### config.mk
export PLATFORM = sky130hd
export DESIGN_NAME = mgt_port_top
export DESIGN_NICKNAME = d
export VERILOG_FILES = /design/src/mgt_port_pkg.sv /design/src/mgt_status_stage.sv /design/src/mgt_reg_stage.sv /design/src/mgt_activity_stage.sv /design/src/mgt_port_top.sv
export SDC_FILE = /design/constraint.sdc
export NUM_CORES = 1
export LEC_CHECK = 0
export ABC_CLOCK_PERIOD_IN_PS = 1490
export BUFFER_PORTS_ARGS = -buffer_cell sky130_fd_sc_hd__buf_4
export CAP_MARGIN = 20
export CELL_PAD_IN_SITES_DETAIL_PLACEMENT = 1
export CELL_PAD_IN_SITES_GLOBAL_PLACEMENT = 2
export CORE_MARGIN = 5
export CORE_UTILIZATION = 26
export CTS_CLUSTER_DIAMETER = 200
export DETAILED_ROUTE_END_ITERATION = 12
export GPL_TIMING_DRIVEN = 1
export PLACE_DENSITY = 0.77
export SYNTH_ARGS = -nofsm -noshare
export SYNTH_HDL_FRONTEND = slang
export SYNTH_SLANG_ARGS = --single-unit
### constraint.sdc
create_clock -name bus_clk -period 1.49 [get_ports bus_clk]
set_clock_uncertainty 0.2 [all_clocks]
set_input_delay 0.149 -clock bus_clk [delete_from_list [all_inputs] [get_ports bus_clk]]
set_output_delay 0.149 -clock bus_clk [all_outputs]
set_load 0.02 [all_outputs]
### src/mgt_port_pkg.sv
// MGT port control plane definitions
// Protocol codes, register map, field widths and the packed
// structs shared by the status, register and activity stages

package mgt_port_pkg;

  // ------------------------------
  // Widths and constants
  // ------------------------------
  localparam int REG_AWIDTH     = 14;
  localparam int REG_DWIDTH     = 32;
  localparam logic [7:0] COMPAT_NUM = 8'd2;  // Bumped on map changes
  localparam int LOCK_LAT_WIDTH = 20;        // Top 16 bits reported

  // Register offsets, added to REG_BASE
  localparam logic [REG_AWIDTH-1:0] REG_PORT_INFO       = 14'h0;
  localparam logic [REG_AWIDTH-1:0] REG_MAC_CTRL_STATUS = 14'h4;
  localparam logic [REG_AWIDTH-1:0] REG_PHY_CTRL_STATUS = 14'h8;
  localparam logic [REG_AWIDTH-1:0] REG_MAC_LED_CTL     = 14'hC;

  // ------------------------------
  // Types
  // ------------------------------
  typedef enum logic [7:0] {
    DISABLED = 8'd0,
    GBE1     = 8'd1,
    GBE10    = 8'd2,
    AURORA   = 8'd3
  } mgt_protocol_e;

  // Register port request, single-cycle strobes
  typedef struct packed {
    logic                  wr_req;
    logic [REG_AWIDTH-1:0] wr_addr;
    logic [REG_DWIDTH-1:0] wr_data;
    logic                  rd_req;
    logic [REG_AWIDTH-1:0] rd_addr;
  } reg_req_t;

  typedef struct packed {
    logic                  rd_resp;
    logic [REG_DWIDTH-1:0] rd_data;
  } reg_resp_t;

  // Raw link flags from the PHY side, not in bus_clk
  typedef struct packed {
    logic crit_err;
    logic soft_err;
    logic hard_err;
    logic channel_up;  // Bit 0
  } link_flags_t;

  typedef struct packed {
    logic [20:0] rsvd_hi;     // Stored, no function
    logic        mac_clear;   // Bit 10
    logic        phy_areset;  // Bit 9
    logic [7:0]  rsvd_lo;     // Bits 8..1
    logic        checker_en;  // Bit 0
  } mac_ctrl_t;

  typedef struct packed {
    logic identify_val;  // Bit 1
    logic identify_en;   // Bit 0
  } led_ctl_t;

  typedef struct packed {
    logic [REG_DWIDTH-1:0] mac_status;  // Upper half
    logic [REG_DWIDTH-1:0] phy_status;
  } port_status_t;

endpackage

### src/mgt_status_stage.sv
// MGT port status conditioning
// Brings the link flags into bus_clk, holds the critical error
// until cleared, times BIST lock and registers the status words

`timescale 1ns/100ps

module mgt_status_stage (
  input  logic                      bus_clk,
  input  logic                      bus_rst,
  input  mgt_port_pkg::link_flags_t link_flags_i,   // Async to bus_clk
  input  logic                      bist_locked_i,
  input  logic                      checker_en_i,
  input  logic                      mac_clear_i,
  output mgt_port_pkg::port_status_t status_o,
  output logic                      link_up_o
);

  import mgt_port_pkg::*;

  link_flags_t               flags_meta;   // First sync stage
  link_flags_t               flags_sync;   // Safe to use from here
  logic                      crit_latch;
  logic [LOCK_LAT_WIDTH-1:0] lock_lat;
  logic [REG_DWIDTH-1:0]     mac_status_d;
  logic [REG_DWIDTH-1:0]     phy_status_d;

  // ------------------------------
  // Flag synchronizer
  // ------------------------------
  // Two flop chain per flag
  always_ff @(posedge bus_clk) begin
    flags_meta <= link_flags_i;
    flags_sync <= flags_meta;
  end

  // ------------------------------
  // Critical error latch
  // ------------------------------
  always_ff @(posedge bus_clk) begin
    if (bus_rst || mac_clear_i) begin
      crit_latch <= 1'b0;
    end else if (flags_sync.crit_err) begin
      crit_latch <= 1'b1;  // Sticky until software clears
    end
  end

  // ------------------------------
  // BIST lock latency
  // ------------------------------
  // Counts cycles from checker enable until the checker locks
  always_ff @(posedge bus_clk) begin
    if (bus_rst) begin
      lock_lat <= '0;
    end else if (!bist_locked_i) begin
      if (checker_en_i) begin
        lock_lat <= lock_lat + 1'b1;  // Waiting for lock
      end else begin
        lock_lat <= '0;               // Idle, rearm
      end
    end
    // Last value held for readback while locked
  end

  // Status word layout
  assign mac_status_d = {
    6'h0,                                // 31..26
    crit_latch,                          // 25
    1'b1,                                // 24, always set
    4'h0,                                // 23..20
    lock_lat[LOCK_LAT_WIDTH-1:4],        // 19..4, coarse latency
    bist_locked_i,                       // 3
    flags_sync.soft_err,                 // 2
    flags_sync.hard_err,                 // 1
    flags_sync.channel_up                // 0
  };

  assign phy_status_d = {
    30'h0,
    flags_sync.hard_err,
    flags_sync.channel_up
  };

  // Output register adds the third cycle of flag latency
  always_ff @(posedge bus_clk) begin
    if (bus_rst) begin
      status_o  <= '0;
      link_up_o <= 1'b0;
    end else begin
      status_o.mac_status <= mac_status_d;
      status_o.phy_status <= phy_status_d;
      link_up_o           <= flags_sync.channel_up;
    end
  end

endmodule

### src/mgt_reg_stage.sv
// MGT port register block
// Control registers with protocol dependent reset values,
// port info word and a fixed two-edge read response

`timescale 1ns/100ps

module mgt_reg_stage #(
  parameter mgt_port_pkg::mgt_protocol_e PROTOCOL = mgt_port_pkg::GBE10,
  parameter int                          REG_BASE = 0,
  parameter logic [7:0]                  PORTNUM  = 8'd0
) (
  input  logic                       bus_clk,
  input  logic                       bus_rst,
  input  mgt_port_pkg::reg_req_t     reg_req_i,
  input  mgt_port_pkg::port_status_t status_i,
  input  logic                       link_up_i,
  input  logic                       activity_i,
  output mgt_port_pkg::reg_resp_t    reg_resp_o,
  output mgt_port_pkg::mac_ctrl_t    mac_ctrl_o,
  output logic                       phy_areset_o,  // PHY ctrl bit 0
  output mgt_port_pkg::led_ctl_t     led_ctl_o,
  output logic [31:0]                port_info_o
);

  import mgt_port_pkg::*;

  // Absolute addresses
  localparam logic [REG_AWIDTH-1:0] ADDR_PORT_INFO = REG_AWIDTH'(REG_BASE + REG_PORT_INFO);
  localparam logic [REG_AWIDTH-1:0] ADDR_MAC_CS    = REG_AWIDTH'(REG_BASE + REG_MAC_CTRL_STATUS);
  localparam logic [REG_AWIDTH-1:0] ADDR_PHY_CS    = REG_AWIDTH'(REG_BASE + REG_PHY_CTRL_STATUS);
  localparam logic [REG_AWIDTH-1:0] ADDR_LED_CTL   = REG_AWIDTH'(REG_BASE + REG_MAC_LED_CTL);

  // Ethernet MACs come up with the checker/tx enable set
  localparam mac_ctrl_t MAC_CTRL_RST = ((PROTOCOL == GBE1) || (PROTOCOL == GBE10)) ?
                                       mac_ctrl_t'(32'h1) : mac_ctrl_t'(32'h0);

  mac_ctrl_t             mac_ctrl_q;
  logic [REG_DWIDTH-1:0] phy_ctrl_q;
  led_ctl_t              led_ctl_q;

  logic                  rd_mapped;      // Address hit this cycle
  logic [REG_DWIDTH-1:0] rd_mux;
  logic                  rd_hit_q;       // Stage 1
  logic [REG_DWIDTH-1:0] rd_data_q;
  logic                  resp_q;         // Stage 2, to bus
  logic [REG_DWIDTH-1:0] resp_data_q;

  // ------------------------------
  // Writable registers
  // ------------------------------
  always_ff @(posedge bus_clk) begin
    if (bus_rst) begin
      mac_ctrl_q <= MAC_CTRL_RST;
      phy_ctrl_q <= '0;
      led_ctl_q  <= '0;
    end else if (reg_req_i.wr_req) begin
      case (reg_req_i.wr_addr)
        ADDR_MAC_CS:  mac_ctrl_q <= mac_ctrl_t'(reg_req_i.wr_data);
        ADDR_PHY_CS:  phy_ctrl_q <= reg_req_i.wr_data;
        ADDR_LED_CTL: led_ctl_q  <= led_ctl_t'(reg_req_i.wr_data[1:0]);
        default: ;  // Unmapped, dropped
      endcase
    end
  end

  assign mac_ctrl_o   = mac_ctrl_q;
  assign led_ctl_o    = led_ctl_q;
  // PHY held in reset by its own control bit
  assign phy_areset_o = phy_ctrl_q[0];

  // Compat, spare, live flags, protocol, port
  assign port_info_o = {COMPAT_NUM, 6'h0, activity_i, link_up_i, PROTOCOL, PORTNUM};

  // ------------------------------
  // Read path
  // ------------------------------
  always_comb begin
    rd_mapped = 1'b1;
    rd_mux    = '0;
    case (reg_req_i.rd_addr)
      ADDR_PORT_INFO: rd_mux = port_info_o;
      ADDR_MAC_CS:    rd_mux = status_i.mac_status;
      ADDR_PHY_CS:    rd_mux = status_i.phy_status;
      ADDR_LED_CTL:   rd_mux = {30'h0, led_ctl_q};
      default:        rd_mapped = 1'b0;  // No response at all
    endcase
  end

  // Response strobe two edges after the request
  always_ff @(posedge bus_clk) begin
    if (bus_rst) begin
      rd_hit_q <= 1'b0;
      resp_q   <= 1'b0;
    end else begin
      rd_hit_q <= reg_req_i.rd_req & rd_mapped;
      resp_q   <= rd_hit_q;
    end
  end

  // Data follows the strobe
  always_ff @(posedge bus_clk) begin
    rd_data_q   <= rd_mux;
    resp_data_q <= rd_data_q;
  end

  assign reg_resp_o = {resp_q, resp_data_q};

endmodule

### src/mgt_activity_stage.sv
// MGT port activity indicator
// Stretches stream beat strobes into a visible LED pulse,
// with the identify setting taking over when enabled

`timescale 1ns/100ps

module mgt_activity_stage #(
  parameter int STRETCH_CYCLES = 16
) (
  input  logic                   bus_clk,
  input  logic                   bus_rst,
  input  logic                   tx_fire_i,   // Accepted TX beat
  input  logic                   rx_fire_i,   // Accepted RX beat
  input  logic                   link_up_i,
  input  mgt_port_pkg::led_ctl_t led_ctl_i,
  output logic                   activity_o
);

  localparam int CNT_W = $clog2(STRETCH_CYCLES + 1);

  logic [CNT_W-1:0] stretch_cnt;
  logic             stretch_busy;

  // Reload on any beat, run down otherwise
  always_ff @(posedge bus_clk) begin
    if (bus_rst || !link_up_i) begin
      stretch_cnt <= '0;  // No activity without a link
    end else if (tx_fire_i || rx_fire_i) begin
      stretch_cnt <= CNT_W'(STRETCH_CYCLES);
    end else if (stretch_cnt != '0) begin
      stretch_cnt <= stretch_cnt - 1'b1;
    end
  end

  assign stretch_busy = link_up_i && (stretch_cnt != '0);

  // Identify wins over traffic
  always_ff @(posedge bus_clk) begin
    if (bus_rst) begin
      activity_o <= 1'b0;
    end else if (led_ctl_i.identify_en) begin
      activity_o <= led_ctl_i.identify_val;
    end else begin
      activity_o <= stretch_busy;
    end
  end

endmodule

### src/mgt_port_top.sv
// MGT port control plane top level
// Status conditioning feeds the register block, which feeds the
// activity indicator; all in bus_clk

`timescale 1ns/100ps

module mgt_port_top #(
  parameter mgt_port_pkg::mgt_protocol_e PROTOCOL       = mgt_port_pkg::GBE10,
  parameter int                          REG_BASE       = 0,
  parameter logic [7:0]                  PORTNUM        = 8'd0,
  parameter int                          STRETCH_CYCLES = 16
) (
  input  logic                      bus_clk,
  input  logic                      bus_rst,
  // Link side
  input  mgt_port_pkg::link_flags_t link_flags_i,
  input  logic                      bist_locked_i,
  input  logic                      tx_fire_i,
  input  logic                      rx_fire_i,
  // Register port
  input  mgt_port_pkg::reg_req_t    reg_req_i,
  output mgt_port_pkg::reg_resp_t   reg_resp_o,
  // Misc
  output logic [31:0]               port_info_o,
  output logic                      link_up_o,
  output logic                      activity_o,
  output logic                      phy_areset_o
);

  import mgt_port_pkg::*;

  port_status_t port_status;
  mac_ctrl_t    mac_ctrl;
  led_ctl_t     led_ctl;

  // ------------------------------
  // Stage chain
  // ------------------------------
  mgt_status_stage mgt_status_stage_i (
    .bus_clk       (bus_clk),
    .bus_rst       (bus_rst),
    .link_flags_i  (link_flags_i),
    .bist_locked_i (bist_locked_i),
    .checker_en_i  (mac_ctrl.checker_en),
    .mac_clear_i   (mac_ctrl.mac_clear),
    .status_o      (port_status),
    .link_up_o     (link_up_o)
  );

  mgt_reg_stage #(
    .PROTOCOL (PROTOCOL),
    .REG_BASE (REG_BASE),
    .PORTNUM  (PORTNUM)
  ) mgt_reg_stage_i (
    .bus_clk      (bus_clk),
    .bus_rst      (bus_rst),
    .reg_req_i    (reg_req_i),
    .status_i     (port_status),
    .link_up_i    (link_up_o),
    .activity_i   (activity_o),
    .reg_resp_o   (reg_resp_o),
    .mac_ctrl_o   (mac_ctrl),
    .phy_areset_o (phy_areset_o),
    .led_ctl_o    (led_ctl),
    .port_info_o  (port_info_o)
  );

  mgt_activity_stage #(
    .STRETCH_CYCLES (STRETCH_CYCLES)
  ) mgt_activity_stage_i (
    .bus_clk    (bus_clk),
    .bus_rst    (bus_rst),
    .tx_fire_i  (tx_fire_i),
    .rx_fire_i  (rx_fire_i),
    .link_up_i  (link_up_o),
    .led_ctl_i  (led_ctl),
    .activity_o (activity_o)
  );

endmodule

==> results of run 1 <==
## state kept, by name (all words and copies together), names as in the netlist
| register | flops |
|---|---|
| mgt_reg_stage_i.phy_ctrl_q | 1 |
| mgt_reg_stage_i.resp_q | 1 |
| mgt_activity_stage_i.stretch_cnt | 5 |
| mgt_status_stage_i.flags_sync | 4 |
| mgt_reg_stage_i.rd_data_q | 22 |
| mgt_status_stage_i.crit_latch | 1 |
| mgt_status_stage_i.status_o | 22 |
| mgt_status_stage_i.flags_meta | 4 |
| mgt_reg_stage_i.resp_data_q | 22 |
| mgt_reg_stage_i.mac_ctrl_o | 2 |
| mgt_reg_stage_i.rd_hit_q | 1 |
| mgt_status_stage_i.lock_lat | 20 |
| mgt_activity_stage_i.activity_o | 1 |
| mgt_reg_stage_i.led_ctl_o | 2 |
## worst min-delay path: stages
cell and delay [ps]:
buf_4 100, buf_4 140, xor2_1 70, nor2_1 70
## kinds of logic (layout without fill, tap and decap cells)
| family | after synthesis | after routing |
|---|---|---|
| compound gates | 25 | 25 |
| simple gates | 128 | 128 |
| mux | 9 | 9 |
| buf+inv | 57 | 135 |
| xor+xnor | 14 | 14 |
| other cells | 2 | 40 |
| fa+ha+maj | 2 | 2 |
| flops | 108 | 108 |
## placed cells by master, fill, tap and decap left out, drive strengths merged, types with 2 or more instances in the layout
cell,n
nor2,29
nor3,4
mux2,2
a21oi,13
and2,17
nor4b,3
nand3b,2
nor4,4
clkbuf,11
clkinvlp,2
buf,100
nand3,6
o21ai,9
conb,40
clkinv,2
ha,2
inv,5
dlygate4sd3,14
xnor2,7
and4,4
xor2,7
nor2b,23
nand2,9
a22oi,2
dfxtp,108
or3,8
nand4,11
mux2i,7
nor3b,2
## layer usage
metal | wire, µm | vias up | GRT usage (%)
li1 | - | 1283 | -
met1 | 3300 | 1225 | 11.1
met2 | 4310 | 70 | 17.3
met3 | 384 | 13 | 1.61
met4 | 184 | 0 | 5.62
met5 | 0 | - | 0
## per-stage QoR
stage	power [mW]	hold WS [ps]	area, µm²	utilization (%)
2_1_floorplan	3.24	-23.3	3850	-
3_3_place_gp	3.27	56.4	4440	31.8
3_5_place_dp	3.29	56.8	4440	31.8
4_1_cts	5.61	13.4	4910	35.3
5_1_grt	5.76	44.2	4990	35.8
6_report	5.55	21.5	4990	35.8
## layout make-up
class	count	area (µm²)	share of cell area (%)
flip-flops and latches	108	2180	43.6
multi-input cells	218	1360	27.3
repair buffers	114	915	18.3
clock buffers	11	233	4.66
well taps	180	225	4.51
clock inverters	4	51.3	1.03
inverters	6	26.3	0.527
## path summary, 6_finish.rpt
path / start / to / depth (start not counted) / slack, ps
worst max-delay path: mgt_status_stage_i.lock_lat[0]$_SDFFE_PP0N_ / mgt_status_stage_i.lock_lat[16]$_SDFFE_PP0N_ / 5 / -110
worst min-delay path: bist_locked_i / mgt_status_stage_i.lock_lat[0]$_SDFFE_PP0N_ / 4 / 20
worst max register to register: mgt_status_stage_i.lock_lat[0]$_SDFFE_PP0N_ / mgt_status_stage_i.lock_lat[16]$_SDFFE_PP0N_ / 5 / -110
worst min register to register: mgt_reg_stage_i.rd_data_q[25]$_DFF_P_ / mgt_reg_stage_i.resp_data_q[25]$_DFF_P_ / 0 / 130
## power groups by stage
stage	clock network, mW	registers (mW)	logic [mW]
CTS	2.36	2.93	0.320
detailed placement	0	3.00	0.287
floorplan	0	2.99	0.242
finish	2.29	2.93	0.331
global route	2.46	2.93	0.361
global placement	0	3.00	0.279
## repair_timing
| action | CTS | global route |
|---|---|---|
| gates resized for setup | 10 | 20 |
| cloned | 0 | 1 |
| setup endpoints to repair | 14 | 23 |
| hold endpoints to repair | 33 | 0 |
| hold buffers | 14 | 0 |
| buffers inserted | 2 | 3 |
| pin swaps | 8 | 13 |
==> run_results.csv, run 1 <==
group,metric,value,unit
synth,synth_area_leaders,"dfxtp_1 58%, buf_4 9.1%, nor2b_1 3.9%, nor2_1 2.9%, and2_1 2.9%",
critical_path,path_cells,"ha_4 > and3b_2 > nand4_4 > or3_4 > a21oi_2",
floorplan,dieArea,0.0167,mm²
global_route,grt_max_degree,20,
critical_path,critPathMaxFanout,6,
outcome,status,"finished, violations left",
flow_run,cap_viol_max_count,0,
critical_path,path_class,"register to register",
placement,dp_hpwl,5980,µm
synth,ys_types,39,
floorplan,die_x,129,µm
synth,synthSimpleGateAreaFrac,20.9,%
synth,ys_seq_area_share,58.3,%
floorplan,core,0.0139,mm²
critical_path,slowest_stage,"dfxtp_4",
synth,synthTopCellsByCount,"108 x dfxtp_1, 45 x buf_4, 29 x nor2_1",
route,finalWirelength,8180,µm
sta,finalCritPeriodShare,107,%
placement,dp.cells,607,
outcome,violations,"negative setup slack",
critical_path,critPathArrivalTime,1680,ps
synth,synth_top_cell_area_share,58.3,%
clocking,clk_path_buf_depth,2,
critical_path,cp-start-kind,"register",
route,drtAntennaViolNets,0,
global_route,grt_pass1_wl,12800,µm
finish,area_growth,34.6,%
power_and_ir_drop,combPwrFrac,6.0,%
floorplan,ios,139,
power_and_ir_drop,switchingPower,1.20,mW
sta,fin_tns_setup,-632,ps
power_and_ir_drop,netSwitchingFraction,21.6,%
finish,layoutNonFillerInstCount,641,
synth,ys_warn_count,0,
route,drt_first_pass_iters,4,
clocking,clk_pin_slew,70,ps
clocking,cts_tree,"done",
route,drc,0,
power_and_ir_drop,p_int,4.35,mW
route,vias_per_cell,4.04,
synth,synthCells,345,
synth,synth_top_area_cell,"dfxtp_1",
power_and_ir_drop,pwr-share-seq,52.9,%
finish,drive_gt1_share,31.0,%
clocking,htreeDepth,3,
finish,n_fill_cell,1568,
clocking,clkSinkCount,108,
worst_hold_path,min_path_type,"primary input to register",
synth,synth_compound_area_share,3.58,%
sta,setup_viol,7,
critical_path,cp.required,1570,ps
clocking,insertion_delay,340,ps
synth,synth_ff_type,"dfxtp_1",
synth,synth_xor_area_share,3.31,%
finish,diodes,0,
synth,synth_area,0.00371,mm²
route,via_count,2591,
critical_path,slowest_delay,380,ps
power_and_ir_drop,clkPwrFrac,41.2,%
synth,yosys.area_share.adder,0.675,%
synth,synth_top_family_by_area,"simple AND/OR/NAND/NOR gates",
synth,async_flop_share,0,%
finish,fin_nets,530,
power_and_ir_drop,ir_worst_vdd,0.504,mV
critical_path,path_delay_family,"simple AND/OR/NAND/NOR gates",
global_route,grt-ovfl-total,0,
synth,syn_area_per_cell,10.7,µm²
route,avgRoutedWirePerCell,12.8,µm
power_and_ir_drop,leakage,2.11,nW
placement,io_buffer_count,69,
clocking,numCtsBuffers,9,
synth,ys_seq_elements,108,
sta,fin_ws,-111,ps
sta,final.min_clock_period,1600,ps
floorplan,row_count,43,
global_route,grt_pass1_vias,2698,
sta,rsz0062_at_grt,"true",
floorplan,fp.dieH,129,µm
global_route,antenna_found_initial,0,
placement,pre_cts_slack,-214,ps
floorplan,initial_utilization,26.6,%
power_and_ir_drop,p_per_area,1110,mW/mm²
synth,synthMuxAreaShare,2.50,%
global_route,grt.total_usage,9.76,%
route,drt_iter0_markers,83,
sta,fmaxAchievable,0.624,GHz
sta,slew_viol_final,0,
synth,synth_most_common_cell,"dfxtp_1",
clocking,cts-root-buf,"clkbuf_16",
synth,synth_edf_count,0,
sta,finalHoldViolations,0,
critical_path,crit_buf_inv,0,
placement,gp_congestion,0.716,
critical_path,endpoint_kind,"register",
Note: power is estimated with default switching activity, not from simulation.
==> inputs of run 2 (changes only) <==
==> constraint.sdc (replaced) <==
create_clock -name bus_clk -period 1.49 [get_ports bus_clk]
set_clock_uncertainty 0.2 [all_clocks]
set_input_delay 0.149 -clock bus_clk [delete_from_list [all_inputs] [get_ports bus_clk]]
set_output_delay 0.149 -clock bus_clk [all_outputs]
set_load 0.1 [all_outputs]
==> run_results.csv, run 2 (same netlist as run 1, synthesis figures left out) <==
group,metric,value,unit
critical_path,r2r-end,"mgt_status_stage_i.lock_lat[13]$_SDFFE_PP0N_",
critical_path,crit_end,"mgt_status_stage_i.lock_lat[13]$_SDFFE_PP0N_",
sta,finalHoldViolations,0,
route,avgRoutedWirePerCell,12.6,µm
clocking,clkSinkCount,108,
critical_path,slowest_delay,400,ps
power_and_ir_drop,p_total,6.20,mW
finish,fin_nets,528,
clocking,clk_pin_slew,70,ps
clocking,insertion_delay,340,ps
clocking,numCtsBuffers,9,
route,drtAntennaViolNets,0,
critical_path,slowest_stage,"or3_4",
finish,fin_area,0.00502,mm²
outcome,status,"finished, violations left",
critical_path,cp.required,1570,ps
floorplan,die_x,129,µm
finish,layout_commonest_cell,"dfxtp_1",
clocking,clk_path_buf_depth,2,
finish,regArea,0.00218,mm²
critical_path,r2r_start,"mgt_status_stage_i.lock_lat[0]$_SDFFE_PP0N_",
route,drt_iter0_markers,64,
floorplan,core,0.0139,mm²
finish,post-route-util,36.1,%
sta,setup_viol,12,
critical_path,path_cells,"and4b_2 > nand4_4 > or3_4 > a21oi_2",
route,drt_first_pass_iters,4,
route,finalWirelength,8050,µm
placement,pre_cts_slack,-107,ps
global_route,antenna_found_initial,0,
sta,fmaxAchievable,0.628,GHz
power_and_ir_drop,p_per_area,1230,mW/mm²
route,via_count,2605,
sta,fin_ws,-103,ps
critical_path,critPathMaxFanout,7,
critical_path,cp-start-kind,"register",
placement,dp_hpwl,5810,µm
global_route,grt_pass1_vias,2719,
finish,area_growth,35.5,%
sta,slew_viol_final,0,
worst_hold_path,min_path_type,"primary input to register",
finish,n_fill_cell,1548,
placement,gp_congestion,0.740,
critical_path,endpoint_kind,"register",
finish,diodes,0,
sta,final.min_clock_period,1590,ps
finish,drive_gt1_share,30.9,%
global_route,grt.total_usage,9.53,%
flow_run,cap_viol_max_count,0,
placement,io_buffer_count,69,
critical_path,crit_start,"mgt_status_stage_i.lock_lat[0]$_SDFFE_PP0N_",
global_route,grt_pass1_wl,12600,µm
sta,finalCritPeriodShare,107,%
global_route,grt_max_degree,20,
finish,multi_input_area,0.00136,mm²
critical_path,r2r_slack,-100,ps
route,vias_per_cell,4.07,
route,drc,0,
sta,hold_ws,22.7,ps
floorplan,dieArea,0.0167,mm²
floorplan,fp.dieH,129,µm
clocking,cts_tree,"done",
clocking,htreeDepth,3,
power_and_ir_drop,leakage,2.12,nW
finish,reg_top3,"mgt_reg_stage_i.rd_data_q (22), mgt_reg_stage_i.resp_data_q (22), mgt_status_stage_i.status_o (22)",
floorplan,initial_utilization,26.6,%
clocking,cts-root-buf,"clkbuf_16",
critical_path,path_class,"register to register",
floorplan,ios,139,
critical_path,r2r_cells,4,
power_and_ir_drop,ir_worst_vdd,0.467,mV
sta,rsz0062_at_grt,"true",
placement,placed_cell_area,0.00442,mm²
floorplan,row_count,43,
global_route,grt-ovfl-total,0,
outcome,violations,"negative setup slack",
finish,layout_common_cells,"100 x dfxtp_1, 91 x buf_4, 40 x conb_1",
critical_path,critPathArrivalTime,1670,ps
==> run 2: changes by cell type in the layout (fill, tap and decap cells not counted), moves of 2 or more <==
cell,before,now
buf_4,96,91
buf_6,3,6
a21oi_1,10,8
a21oi_2,3,5
clkbuf_8,0,2
==> run 2: per-stage QoR <==
stage	instances	TNS [ps]
after floorplan	383	-68.0
after global placement	605	-1340
after detailed placement	605	-2400
after CTS	637	-530
after global routing	640	-1730
final	640	-989
==> run 2: worst min-delay path by stage <==
stage / from / endpoint / slack, ps / depth (start not counted)
after global placement: link_flags_i[2] / mgt_status_stage_i.flags_meta[2]$_DFF_P_ / 60 / 1
final: reg_req_i[53] / mgt_reg_stage_i.phy_ctrl_q[0]$_SDFFE_PP0P_ / 20 / 5
after detailed placement: link_flags_i[1] / mgt_status_stage_i.flags_meta[1]$_DFF_P_ / 60 / 1
after floorplan: link_flags_i[0] / mgt_status_stage_i.flags_meta[0]$_DFF_P_ / -20 / 0
after global routing: reg_req_i[53] / mgt_reg_stage_i.phy_ctrl_q[0]$_SDFFE_PP0P_ / 20 / 5
after CTS: reg_req_i[49] / mgt_reg_stage_i.phy_ctrl_q[0]$_SDFFE_PP0P_ / 10 / 5
==> run 2: final cells by class <==
cell class	instances	area share (%)
sequential	108	43.3
timing repair buffer	112	18.1
clock inverter	3	1.37
inverter	6	0.523
tap	180	4.48
clock buffer	13	5.18
multi-input combinational	218	27.0
==> run 2: routing by layer <==
| metal | GRT usage, % | vias to the layer above | part of all wire (%) |
|---|---|---|---|
| li1 | - | 1279 | - |
| met1 | 10.5 | 1241 | 39 |
| met2 | 17.3 | 74 | 53 |
| met3 | 2.39 | 11 | 6.3 |
| met4 | 4.22 | 0 | 1.5 |
| met5 | 0 | - | 0 |
==> run 2: power breakdown <==
part | total [mW] | internal (mW) | leakage (nW) | switching [mW]
combinational | 0.712 | 0.152 | 1.08 | 0.560
sequential | 2.93 | 2.92 | 0.879 | 0.0178
clock | 2.55 | 1.57 | 0.160 | 0.984
==> run 2: what timing repair did <==
action,4_1_cts,5_1_grt
pin swaps,7,15
gates cloned,0,1
setup endpoints to repair,13,20
setup buffers,2,2
endpoints found under the hold margin,33,0
hold buffers,14,0
gates resized for setup,5,26
==> run 2: worst max-delay path: cells and delay by family, from the launching register on <==
family / cells / cell delay [ps]
AND/OR/NAND/NOR: 3 / 840
flip-flops: 1 / 370
AO/OA/AOI/OAI: 1 / 120
